## config.mk

```make
export PLATFORM = sky130hd
export DESIGN_NAME = bd_tag_split_top
export DESIGN_NICKNAME = d
export VERILOG_FILES = /design/src/design/bd_pkg.sv /design/src/design/bd_chan_fifo.sv /design/src/design/bd_tag_split.sv /design/src/design/bd_tag_split_top.sv /design/src/design/bd_word_decoder.sv
export VERILOG_INCLUDE_DIRS = /design/src /design/src/design
export SDC_FILE = /design/constraint.sdc
export NUM_CORES = 1
export LEC_CHECK = 0
export BUFFER_PORTS_ARGS = -buffer_cell sky130_fd_sc_hd__buf_4
export CAP_MARGIN = 20
export CORE_MARGIN = 2
export CORE_UTILIZATION = 42
export CTS_CLUSTER_SIZE = 24
export DETAILED_ROUTE_END_ITERATION = 10
export PLACE_DENSITY = 0.59
export SLEW_MARGIN = 0
export SYNTH_ARGS = -nofsm -noshare
export SYNTH_HDL_FRONTEND = slang
export SYNTH_HIERARCHICAL = 1
export SYNTH_SLANG_ARGS = --single-unit
```

## constraint.sdc

```tcl
create_clock -name clk -period 7.64 [get_ports clk]
set_input_delay 0.382 -clock clk [delete_from_list [all_inputs] [get_ports clk]]
set_output_delay 0.382 -clock clk [all_outputs]
set_load 0.005 [all_outputs]
```

## src/design/bd_settings.svh

```systemverilog
`ifndef BD_SETTINGS_SVH
`define BD_SETTINGS_SVH

// word field widths
`define BD_LEAF_W 6
`define BD_PAYLOAD_W 34
`define BD_GLOBAL_W 12
`define BD_TAG_W 11
`define BD_CT_W 9

// leaf codes that carry tag words
`define BD_RO_ACC_CODE 11
`define BD_RO_TAT_CODE 12
// codes at or above this value are unknown and dropped
`define BD_NUM_LEAF_CODES 20

// global tag value that selects the go-home route
`define BD_GO_HOME_GT 0

`define BD_FIFO_DEPTH 4
`define BD_DROP_W 16

`endif

```

## src/design/bd_pkg.sv

```systemverilog
`include "bd_settings.svh"

package bd_pkg;

  // word as it arrives from the chip
  typedef struct packed {
    logic [`BD_LEAF_W-1:0]    leaf_code;
    logic [`BD_PAYLOAD_W-1:0] payload;
  } raw_word_t;

  // same layout as raw_word_t, only ever holds words with a known leaf code
  typedef struct packed {
    logic [`BD_LEAF_W-1:0]    leaf_code;
    logic [`BD_PAYLOAD_W-1:0] payload;
  } decoded_word_t;

  // go-home tag word fields
  typedef struct packed {
    logic [`BD_TAG_W-1:0] tag;
    logic [`BD_CT_W-1:0]  ct;
  } tag_ct_t;

  // tag word fields, global tag in the high bits of the low payload word
  typedef struct packed {
    logic [`BD_GLOBAL_W-1:0] global_tag;
    logic [`BD_TAG_W-1:0]    tag;
    logic [`BD_CT_W-1:0]     ct;
  } global_tag_ct_t;

  // static splitter configuration
  typedef struct packed {
    // also copy go-home tag words to the other output
    logic report_tags;
  } tag_split_conf_t;

endpackage

```

## src/design/bd_chan_fifo.sv

```systemverilog
`timescale 1ns/100ps
`include "bd_settings.svh"

module bd_chan_fifo #(
  parameter type payload_t = logic,
  parameter int  depth     = `BD_FIFO_DEPTH
) (
  input  logic     clk,
  input  logic     rst_n,
  input  payload_t in,
  input  logic     in_v,
  output logic     in_a,
  output payload_t out,
  output logic     out_v,
  input  logic     out_a
);

  localparam int ptr_w = (depth > 1) ? $clog2(depth) : 1;
  localparam int cnt_w = $clog2(depth + 1);
  localparam logic [ptr_w-1:0] last_ptr = ptr_w'(depth - 1);
  localparam logic [cnt_w-1:0] full_cnt = cnt_w'(depth);

  payload_t mem [depth];
  logic [ptr_w-1:0] wr_ptr;
  logic [ptr_w-1:0] rd_ptr;
  logic [cnt_w-1:0] count;
  logic wr;
  logic rd;

  assign out_v = (count != '0);
  assign out   = mem[rd_ptr];
  // when full a read on this edge frees the slot being written
  assign in_a  = (count != full_cnt) | out_a;

  assign wr = in_v & in_a;
  assign rd = out_v & out_a;

  always_ff @(posedge clk) begin
    if (wr) begin
      mem[wr_ptr] <= in;
    end
  end

  always_ff @(posedge clk) begin
    if (!rst_n) begin
      wr_ptr <= '0;
      rd_ptr <= '0;
      count  <= '0;
    end else begin
      if (wr) begin
        wr_ptr <= (wr_ptr == last_ptr) ? '0 : wr_ptr + 1'b1;
      end
      if (rd) begin
        rd_ptr <= (rd_ptr == last_ptr) ? '0 : rd_ptr + 1'b1;
      end
      if (wr && !rd) begin
        count <= count + 1'b1;
      end else if (rd && !wr) begin
        count <= count - 1'b1;
      end
    end
  end

endmodule

```

## src/design/bd_tag_split.sv

```systemverilog
`timescale 1ns/100ps
`include "bd_settings.svh"

module bd_tag_split (
  input  bd_pkg::decoded_word_t   dec,
  input  logic                    dec_v,
  output logic                    dec_a,
  input  bd_pkg::tag_split_conf_t conf,
  output bd_pkg::tag_ct_t         tag,
  output logic                    tag_v,
  input  logic                    tag_a,
  output bd_pkg::global_tag_ct_t  glob,
  output logic                    glob_v,
  input  logic                    glob_a,
  output bd_pkg::decoded_word_t   other,
  output logic                    other_v,
  input  logic                    other_a
);

  localparam int fields_w = `BD_GLOBAL_W + `BD_TAG_W + `BD_CT_W;

  localparam logic [`BD_LEAF_W-1:0] ro_acc = `BD_LEAF_W'(`BD_RO_ACC_CODE);
  localparam logic [`BD_LEAF_W-1:0] ro_tat = `BD_LEAF_W'(`BD_RO_TAT_CODE);
  localparam logic [`BD_GLOBAL_W-1:0] go_home = `BD_GLOBAL_W'(`BD_GO_HOME_GT);

  bd_pkg::global_tag_ct_t fields;
  logic is_tag;
  logic to_glob;
  logic to_tag;
  logic to_other;
  logic tag_ok;
  logic other_ok;

  // tag fields sit in the low payload bits, the top two are ignored
  assign fields = bd_pkg::global_tag_ct_t'(dec.payload[fields_w-1:0]);

  assign is_tag = (dec.leaf_code == ro_acc) || (dec.leaf_code == ro_tat);

  // route selection
  assign to_glob  = is_tag & (fields.global_tag != go_home);
  assign to_tag   = is_tag & ~to_glob;
  assign to_other = ~is_tag | (to_tag & conf.report_tags);

  // a destination that is not used never blocks the word
  assign tag_ok   = ~to_tag | tag_a;
  assign other_ok = ~to_other | other_a;

  // payloads follow the input, v decides whether they mean anything
  always_comb begin
    glob      = fields;
    tag.tag   = fields.tag;
    tag.ct    = fields.ct;
    other     = dec;
  end

  // each queue only sees v when the whole word transfers, so nothing is
  // written to one side while the other side still stalls
  always_comb begin
    glob_v  = dec_v & to_glob;
    tag_v   = dec_v & to_tag & other_ok;
    other_v = dec_v & to_other & tag_ok;
  end

  // joint ack back to the decoder
  always_comb begin
    if (!dec_v) begin
      dec_a = 1'b0;
    end else if (to_glob) begin
      dec_a = glob_a;
    end else begin
      dec_a = tag_ok & other_ok;
    end
  end

endmodule

```

## src/design/bd_tag_split_top.sv

```systemverilog
`timescale 1ns/100ps
`include "bd_settings.svh"

module bd_tag_split_top (
  input  logic                    clk,
  input  logic                    rst_n,
  input  bd_pkg::raw_word_t       raw,
  input  logic                    raw_v,
  output logic                    raw_a,
  input  bd_pkg::tag_split_conf_t conf,
  output bd_pkg::tag_ct_t         tag_out,
  output logic                    tag_v,
  input  logic                    tag_a,
  output bd_pkg::global_tag_ct_t  global_out,
  output logic                    global_v,
  input  logic                    global_a,
  output bd_pkg::decoded_word_t   other_out,
  output logic                    other_v,
  input  logic                    other_a,
  output logic [`BD_DROP_W-1:0]   drop_count
);

  // decoder to splitter
  bd_pkg::decoded_word_t decoded;
  logic decoded_v;
  logic dec_a;

  // splitter to output queues
  bd_pkg::tag_ct_t        split_tag;
  bd_pkg::global_tag_ct_t split_glob;
  bd_pkg::decoded_word_t  split_other;
  logic split_tag_v, split_tag_a;
  logic split_glob_v, split_glob_a;
  logic split_other_v, split_other_a;

  bd_word_decoder decoder_i (
    .clk(clk), .rst_n(rst_n),
    .raw(raw), .raw_v(raw_v), .raw_a(raw_a),
    .dec(decoded), .dec_v(decoded_v), .dec_a(dec_a),
    .drop_count(drop_count)
  );

  bd_tag_split split_i (
    .dec(decoded), .dec_v(decoded_v), .dec_a(dec_a), .conf(conf),
    .tag(split_tag), .tag_v(split_tag_v), .tag_a(split_tag_a),
    .glob(split_glob), .glob_v(split_glob_v), .glob_a(split_glob_a),
    .other(split_other), .other_v(split_other_v), .other_a(split_other_a)
  );

  bd_chan_fifo #(.payload_t(bd_pkg::tag_ct_t)) tag_fifo_i (
    .clk(clk), .rst_n(rst_n),
    .in(split_tag), .in_v(split_tag_v), .in_a(split_tag_a),
    .out(tag_out), .out_v(tag_v), .out_a(tag_a)
  );

  bd_chan_fifo #(.payload_t(bd_pkg::global_tag_ct_t)) global_fifo_i (
    .clk(clk), .rst_n(rst_n),
    .in(split_glob), .in_v(split_glob_v), .in_a(split_glob_a),
    .out(global_out), .out_v(global_v), .out_a(global_a)
  );

  bd_chan_fifo #(.payload_t(bd_pkg::decoded_word_t)) other_fifo_i (
    .clk(clk), .rst_n(rst_n),
    .in(split_other), .in_v(split_other_v), .in_a(split_other_a),
    .out(other_out), .out_v(other_v), .out_a(other_a)
  );

endmodule

```

## src/design/bd_word_decoder.sv

```systemverilog
`timescale 1ns/100ps
`include "bd_settings.svh"

module bd_word_decoder (
  input  logic                    clk,
  input  logic                    rst_n,
  input  bd_pkg::raw_word_t       raw,
  input  logic                    raw_v,
  output logic                    raw_a,
  output bd_pkg::decoded_word_t   dec,
  output logic                    dec_v,
  input  logic                    dec_a,
  output logic [`BD_DROP_W-1:0]   drop_count
);

  localparam logic [`BD_LEAF_W-1:0] num_codes = `BD_LEAF_W'(`BD_NUM_LEAF_CODES);
  localparam logic [`BD_DROP_W-1:0] drop_max = {`BD_DROP_W{1'b1}};

  logic known;
  logic take;
  logic take_known;
  logic take_drop;

  assign known = (raw.leaf_code < num_codes);

  // free slot, or the held word leaves on this edge
  assign raw_a = ~dec_v | dec_a;

  assign take       = raw_v & raw_a;
  assign take_known = take & known;
  assign take_drop  = take & ~known;

  // occupancy of the single stage
  always_ff @(posedge clk) begin
    if (!rst_n) begin
      dec_v <= 1'b0;
    end else if (take_known) begin
      dec_v <= 1'b1;
    end else if (dec_a) begin
      dec_v <= 1'b0;
    end
  end

  always_ff @(posedge clk) begin
    if (take_known) begin
      dec.leaf_code <= raw.leaf_code;
      dec.payload   <= raw.payload;
    end
  end

  // unknown words are acked and only counted, counter sticks at max
  always_ff @(posedge clk) begin
    if (!rst_n) begin
      drop_count <= '0;
    end else if (take_drop && drop_count != drop_max) begin
      drop_count <= drop_count + 1'b1;
    end
  end

endmodule

```

==> flow_metrics.py, run 1 <==
metrics = {
    "clocking": {
        "hold_buffers": 26,
        "cts_buffers": 46,
        "clk_pin_slew_ns": 0.06,
        "post_cts.repair.setup_buffers": 0,
        "cts_max_level": 2,
        "clk_path_buf_depth": 3,
        "clock-root-buffer": "clkbuf_16",
        "postCtsResizedCells": 0,
        "cts_tree": "done",
        "insertion_delay_ns": 0.55,
        "cts.sinks": 452,
    },
    "setup_path": {
        "crit_type": "reg -> reg",
        "r2r_cells": 10,
        "path_max_fanout": 9,
        "reg2reg_from": "decoder_i/dec[21]",
        "crit_path_end": "tag_fifo_i/count[2]",
        "critPathArrivalTime_ns": 4.11,
        "crit_path_end_kind": "flip-flop",
        "timing.rr.end": "tag_fifo_i/count[2]",
        "r2r_slack_ns": 4.01,
        "cp-start-kind": "flip-flop",
        "crit_required_ns": 8.12,
        "startpoint": "decoder_i/dec[21]",
    },
    "place": {
        "post-place-cells": 1482,
        "gp_congestion": 0.786,
        "dpl.hpwl_mm": 21.1,
        "portBuffers": 158,
        "place_ws_ns": 3.98,
    },
    "sta": {
        "finalCriticalPeriod_ns": 3.63,
        "finalWorstSetupSlack_ns": 4.01,
        "fin_crit_sh_pct": 47.5,
        "finalMaxSlewViolations": 0,
        "grt_setup_unrepaired": "false",
        "hold_slack_ns": 0.0272,
        "tightest_slew_ns": 1.09,
        "clock.fmax_mhz": 275,
        "clock_skew_ns": 0.0137,
        "setup_viol": 0,
        "fin_setup_tns_ns": 0,
        "finalHoldViolCount": 0,
        "slew_headroom_pct": 27.6,
    },
    "worst_hold_path": {
        "min_path_type": "in -> reg",
    },
    "grt": {
        "use_met1_pct": 22.4,
        "grt_pass1_vias": 8443,
        "use_met2_pct": 26.8,
        "overflow": 0,
        "grt_util_met3_pct": 3.20,
        "grt_max_degree": 54,
        "grt_util_all_layers_pct": 16.3,
        "grt_most_used_layer": "met2",
        "grt_pass1_wl_mm": 52.8,
        "antenna_found_initial": 0,
    },
    "logic_synthesis": {
        "synth_fp_nets": 970,
        "synth-seq-area-share_pct": 74.3,
        "avgSynthCellArea_um2": 19.6,
        "synthFlopType": "edfxtp_1",
        "async_flop_share_pct": 0,
        "synth_area_um2": 17700,
        "synthCells": 901,
        "ys_warn_count": 6,
        "synth_edf_count": 408,
        "yosysUniqueCellTypes": 51,
        "ys_ff_latch": 452,
    },
    "floorplanning": {
        "die-area_um2": 43800,
        "core_area_um2": 41800,
        "start_util_pct": 42.3,
        "fp.dieW_um": 209,
        "die_h_um": 209,
        "core.rowCount": 75,
        "ioPinCount": 159,
    },
    "drt": {
        "dr.pass1.iters": 5,
        "antenna_left": 0,
        "first_iter_violations": 562,
        "totalWireLength_mm": 35.4,
        "drc_errors": 0,
        "via_count": 8338,
        "wl_per_cell_um": 22.2,
        "via_per_inst": 5.22,
    },
    "power_and_ir_drop": {
        "p_int_w": 0.00452,
        "vdd_drop_max_mv": 0.172,
        "pwr_density_cell_nw_per_um2": 287,
        "power_w": 0.00590,
        "p_comb_share_pct": 14.6,
        "clkPwrFrac_pct": 36.4,
        "p_sw_share_pct": 23.4,
        "p_sw_w": 0.00138,
        "leakagePower_nw": 6.75,
        "seqPwrFrac_pct": 49.0,
    },
    "layout": {
        "nets": 1089,
        "area_growth_pct": 16.2,
        "fillers": 3356,
        "diodes": 0,
        "stdcell_count": 1596,
        "drive_gt1_share_pct": 33.4,
    },
    "run": {
        "maxCapViolCount": 0,
    },
    "status": {
        "status": "finished clean",
    },
}
## kinds of logic (layout without fill, tap and decap cells)
family	Yosys count	in the layout	share of synthesized area, %
muxes	106	106	12.5
xor gates and xnor gates	6	6	0.297
DFF	452	452	74.3
and+or+nand+nor	132	132	4.41
buffers and inverters	140	296	5.16
AOI/OAI and AO/OA	43	43	1.66
adders and majority gates	22	22	1.68
## critical path, cell delays in order (launching register included)
cell and delay (ns):
edfxtp_1 0.50, nor4_1 0.81, nand3_1 0.27, nor3_2 0.49, and2_4 0.25, ha_1 0.19, inv_1 0.06, fa_1 0.37
xor2_1 0.18, or3_1 0.30, a21boi_0 0.15
## cells in the final DEF (no fill, tap or decap), types with 3 or more instances in the layout
master	synthesis	final
mux4_2	92	92
nand4_1	9	9
nand2_1	30	30
edfxtp_1	408	408
and3_2	4	10
dfxtp_1	44	40
xnor2_1	3	3
clkbuf_16	0	49
a21oi_1	7	7
fa_1	3	3
or4b_4	3	3
nand2b_1	8	8
o21ai_0	12	12
nor4_1	12	12
and3_1	11	5
o21ai_1	4	4
clkinv_1	0	7
xor2_1	3	3
clkbuf_1	15	16
or3_2	3	3
o31ai_1	6	6
nor2_1	9	9
buf_4	93	166
and2_1	5	5
clkinv_2	0	6
nand3_1	15	15
or4_1	3	3
or3_1	5	5
nor2b_1	3	3
ha_1	19	19
dlygate4sd3_1	0	27
and2_4	3	3
mux2i_1	14	14
dfxtp_2	0	3
inv_1	16	15
a21boi_0	3	3
## synth_stat cells (2+ instances only)
| library cell | instances | area (um2) |
|---|---|---|
| clkbuf_1 | 15 | 56.3 |
| buf_2 | 12 | 60.1 |
| ha_1 | 19 | 238 |
| inv_1 | 16 | 60.1 |
| or4b_4 | 3 | 41.3 |
| buf_4 | 93 | 698 |
| nand2b_1 | 8 | 50.1 |
| xnor2_1 | 3 | 26.3 |
| or3_2 | 3 | 22.5 |
| o21ai_1 | 4 | 20.0 |
| nand3_1 | 15 | 75.1 |
| dfxtp_1 | 44 | 881 |
| o21ai_0 | 12 | 60.1 |
| and3_1 | 11 | 68.8 |
| o31ai_1 | 6 | 45.0 |
| nand4_1 | 9 | 56.3 |
| nand2_1 | 30 | 113 |
| and3_2 | 4 | 30.0 |
| and2_1 | 5 | 31.3 |
| nor4_1 | 12 | 75.1 |
| xor2_1 | 3 | 26.3 |
| and2_4 | 3 | 26.3 |
| and4_1 | 2 | 17.5 |
| buf_6 | 3 | 33.8 |
| mux4_2 | 92 | 2070 |
| or4_1 | 3 | 22.5 |
| edfxtp_1 | 408 | 12300 |
| mux2i_1 | 14 | 140 |
| nor2_1 | 9 | 33.8 |
| o41ai_1 | 2 | 17.5 |
| fa_1 | 3 | 60.1 |
| nor2b_1 | 3 | 18.8 |
| a21oi_1 | 7 | 35.0 |
| a21boi_0 | 3 | 22.5 |
| o311ai_0 | 2 | 17.5 |
| or3_1 | 5 | 31.3 |
## power by group through the flow
stage	clock network, W	logic (W)	registers [W]
CTS	0.00220	0.000884	0.00290
floorplan	0	0.000582	0.00284
finish	0.00215	0.000859	0.00289
global route	0.00230	0.000933	0.00292
global placement	0	0.000865	0.00295
detailed placement	0	0.000868	0.00296
## metal layers
| layer | up-vias | share of wire (%) |
|---|---|---|
| li1 | 3750 | - |
| met1 | 4330 | 43 |
| met2 | 214 | 49 |
| met3 | 44 | 5.4 |
| met4 | 0 | 1.8 |
| met5 | - | 0 |
## worst min path at each step
stage | start | endpoint | slack (ns) | cells past startpoint
finish | raw[1] | decoder_i/dec[1] | 0.03 | 1
global route | raw[17] | decoder_i/dec[17] | 0.003 | 1
CTS | raw[15] | decoder_i/dec[15] | 0.0003 | 1
detailed placement | decoder_i/dec[33] | other_fifo_i/mem[3][33] | 0.48 | 0
global placement | decoder_i/dec[32] | other_fifo_i/mem[2][32] | 0.48 | 0
floorplan | global_fifo_i/wr_ptr[1] | global_fifo_i/wr_ptr[1] | 0.47 | 2
## cell type report
type / instances / area [um2] / share of cell area, %
tap: 539 / 674 / 3.28
clock inverter: 19 / 149 / 0.725
timing repair buffer: 195 / 1570 / 7.65
multi-input combinational: 309 / 3640 / 17.7
clock buffer: 66 / 1300 / 6.33
inverter: 16 / 60.1 / 0.292
sequential: 452 / 13100 / 64.0
## flip-flops by register name, indices dropped and copies added (netlist names), 3 cells and up, named ones only
signal                count
global_fifo_i/mem       128
other_fifo_i/mem        160
tag_fifo_i/count          3
decoder_i/dec            40
global_fifo_i/count       3
tag_fifo_i/mem           80
decoder_i/drop_count     16
other_fifo_i/count        3
## per-stage QoR
step	area (um2)	util, %
6_report	20500	49.2
5_1_grt	20500	49.2
4_1_cts	20500	49.0
3_5_place_dp	18800	44.9
3_3_place_gp	18800	44.9
2_1_floorplan	17700	-
No activity file was read; power rests on OpenSTA's default activity.
==> run 2, diff against run 1 <==
--- a/config.mk
+++ b/config.mk
@@ -6,6 +6,7 @@
 export SDC_FILE = /design/constraint.sdc
 export NUM_CORES = 1
 export LEC_CHECK = 0
+export ABC_AREA = 1
 export BUFFER_PORTS_ARGS = -buffer_cell sky130_fd_sc_hd__buf_4
 export CAP_MARGIN = 20
 export CORE_MARGIN = 2
==> constraint.sdc (replaced) <==
create_clock -name clk -period 3.8 [get_ports clk]
set_input_delay 0.19 -clock clk [delete_from_list [all_inputs] [get_ports clk]]
set_output_delay 0.19 -clock clk [all_outputs]
set_load 0.005 [all_outputs]
==> run 2 against run 1 <==
  * Non-clock buffer count increased by 34
  * First-iteration DRC count grew 18%
  * Via count grew 34%
  * Fmax up 26%
  * Highest routed layer is now met5
  * Worst setup slack lost 3.1 ns
  * Critical endpoint is now decoder_i/dec[25]
  * Cell area is 3.5% higher
  * Register-to-register slack worse by 3.1 ns
  * Critical path type unchanged
==> flow_metrics.py, run 2 <==
metrics = {
    "layout": {
        "final_common_cell": "edfxtp_1",
        "nets": 1611,
        "largest_reg_flops": 160,
        "final_area_um2": 21300,
        "regMostFlops": "other_fifo_i/mem",
        "diodes": 0,
        "area_growth_pct": 16.4,
        "drive_gt1_share_pct": 19.2,
        "largestRegisters": "other_fifo_i/mem x160, global_fifo_i/mem x128, tag_fifo_i/mem x80",
        "utilization_pct": 49.5,
        "layout_common_cells": "edfxtp_1 (408), nor2_1 (265), buf_4 (182)",
    },
    "setup_path": {
        "critPathSlowestCell": "nor2_4",
        "crit_type": "reg -> reg",
        "path_delay_family": "simple AND/OR/NAND/NOR gates",
        "path_cells": "nor2_1, and2_1, nand2_1, o21ai_0, nand3_1, nand2_1, inv_1, nand2_1, nand2_1, nor2_4, buf_4",
        "critPathArrivalTime_ns": 3.14,
        "cp.depth": 11,
        "crit_path_end_kind": "flip-flop",
        "slowest_delay_ns": 0.59,
        "crit_top_cell": "nand2_1",
        "path_max_fanout": 15,
        "r2r_cells": 11,
        "crit_buf_inv": 2,
        "cp-start-kind": "flip-flop",
        "crit_required_ns": 4.06,
    },
    "grt": {
        "grt_util_all_layers_pct": 19.4,
        "grt_pass1_wl_mm": 64.2,
        "overflow": 0,
        "grt_max_degree": 81,
        "antenna_found_initial": 1,
        "grt_pass1_vias": 10700,
    },
    "run": {
        "maxCapViolCount": 0,
    },
    "logic_synthesis": {
        "yosysTopAreaCellShare_pct": 67.1,
        "synth.area.top_cells": "edfxtp_1 (67%), nor2_1 (5.6%), dfxtp_1 (4.8%)",
        "synth_edf_count": 408,
        "yosysUniqueCellTypes": 31,
        "synth_commonest_cells": "edfxtp_1 (408), nor2_1 (274), o21ai_1 (121)",
        "ys_ff_latch": 452,
        "synth_most_common_cell": "edfxtp_1",
        "async_flop_share_pct": 0,
        "synth_fp_nets": 1483,
        "ys_warn_count": 6,
        "avgSynthCellArea_um2": 12.9,
        "synthFlopType": "edfxtp_1",
        "synth-seq-area-share_pct": 71.9,
        "synthCells": 1414,
        "synth_top_area_cell": "edfxtp_1",
        "synth_area_um2": 18300,
    },
    "drt": {
        "antenna_left": 0,
        "wl_per_cell_um": 20.2,
        "via_per_inst": 5.16,
        "first_iter_violations": 663,
        "totalWireLength_mm": 43.6,
        "via_count": 11200,
        "dr.pass1.iters": 5,
        "drc_errors": 0,
    },
    "floorplanning": {
        "start_util_pct": 42.5,
        "core.rowCount": 76,
        "die-area_um2": 45200,
        "ioPinCount": 159,
        "die_h_um": 213,
        "fp.dieW_um": 213,
        "core_area_um2": 43000,
    },
    "clocking": {
        "clock-root-buffer": "clkbuf_16",
        "clk_path_buf_depth": 3,
        "cts_buffers": 47,
        "clk_pin_slew_ns": 0.06,
        "cts_tree": "done",
        "post_cts.repair.setup_buffers": 0,
        "cts_max_level": 2,
        "cts.sinks": 452,
        "insertion_delay_ns": 0.58,
    },
    "place": {
        "placed_area_um2": 19400,
        "place_ws_ns": 0.915,
        "dpl.hpwl_mm": 27.1,
        "portBuffers": 158,
        "gp_congestion": 0.785,
    },
    "power_and_ir_drop": {
        "p_int_w": 0.00940,
        "p_comb_share_pct": 24.0,
        "pwr_density_cell_nw_per_um2": 626,
        "vdd_drop_max_mv": 0.343,
        "p_sw_share_pct": 29.4,
        "leakagePower_nw": 7.46,
        "clkPwrFrac_pct": 33.1,
        "seqPwrFrac_pct": 42.9,
        "p_sw_w": 0.00392,
    },
    "worst_hold_path": {
        "hold-path-cell-count": 3,
        "min_path_type": "in -> reg",
    },
    "sta": {
        "finalWorstSetupSlack_ns": 0.918,
        "slew_headroom_pct": 49.8,
        "finalMaxSlewViolations": 0,
        "tightest_slew_ns": 0.748,
        "clock.fmax_mhz": 347,
        "finalCriticalPeriod_ns": 2.88,
        "grt_setup_unrepaired": "false",
        "setup_viol": 0,
        "finalHoldViolCount": 0,
        "fin_setup_tns_ns": 0,
        "fin_crit_sh_pct": 75.8,
        "clock_skew_ns": 0.0208,
    },
    "status": {
        "status": "finished clean",
    },
}
==> run 2: cell count changes in the layout (fill, tap and decap cells not counted), sizes merged, moves of 9 or more <==
cell / previous run / this run
a21oi: 7 / 24
and3: 15 / 1
buf: 168 / 186
dlygate4sd3: 27 / 43
inv: 18 / 62
mux2i: 14 / 0
mux4: 92 / 0
nand2: 31 / 93
nand3: 15 / 24
nor2: 9 / 286
nor4: 13 / 0
o21ai: 16 / 197
o22ai: 0 / 92
==> run 2: worst reg2reg max path, delay by kind of cell (launching register included) <==
kind            cells  cell delay (ns)
simple gates        8             1.54
buf+inv             2             0.38
flops               1             0.50
compound gates      1             0.18
==> run 2: timing repair <==
item | 4_1_cts | 5_1_grt
setup endpoints to repair | 0 | 0
endpoints found under the hold margin | 52 | 0
hold buffers | 43 | 0
gates resized for setup | 0 | 0
==> run 2: cells by family (layout without fill, tap and decap cells) <==
logic type	count (synthesis)	count (layout)	synth area share [%]
AOI/OAI and AO/OA	316	316	9.47
xor gates and xnor gates	3	3	0.144
adders and majority gates	22	22	1.63
buffers and inverters	210	373	7.57
DFF	452	452	71.9
and+or+nand+nor	411	411	9.28
==> run 2: worst paths after layout <==
path / slack, ns / endpoint / startpoint
max: 0.92 / decoder_i/dec[25] / decoder_i/dec[31]
min: 0.05 / decoder_i/drop_count[8] / rst_n
max reg2reg: 0.92 / decoder_i/dec[25] / decoder_i/dec[31]
min reg2reg: 0.49 / flip-flop / global_fifo_i/rd_ptr[0]
==> run 2: area by class of cell <==
type                            instances  area, um2
Clock buffer                           61       1230
Clock inverter                         23        233
Fill cell                            3782      21700
Inverter                               60        240
Multi-Input combinational cell        752       3820
Sequential cell                       452      13100
Tap cell                              585        732
Timing Repair Buffer                  229       1880
==> run 2: power groups by stage <==
stage	Sequential, W	Combinational, W	Clock, W
2_1_floorplan	0.00571	0.00187	0
3_3_place_gp	0.00581	0.00318	0
3_5_place_dp	0.00581	0.00321	0
4_1_cts	0.00571	0.00326	0.00451
5_1_grt	0.00573	0.00353	0.00467
6_report	0.00571	0.00320	0.00441
==> run 2: through the flow <==
stage                     instances  total power, W  hold slack [ns]
final                          2162          0.0133           0.0469
after global routing           2162          0.0139           0.0583
after CTS                      2162          0.0135           0.0274
after detailed placement       2035         0.00902            0.370
after global placement         2035         0.00899            0.369
after floorplan                1414         0.00759            0.289
==> run 2: per-layer routing <==
| metal | up-vias | global-route usage (%) | part of all wire [%] | wire length [um] |
|---|---|---|---|---|
| met4 | 2 | 7.45 | 3.3 | 1440 |
| li1 | 5233 | - | - | - |
| met1 | 5544 | 25.7 | 43 | 18900 |
| met2 | 305 | 32.1 | 48 | 21100 |
| met3 | 76 | 3.04 | 5.1 | 2210 |
| met5 | - | 0 | 0.034 | 15 |
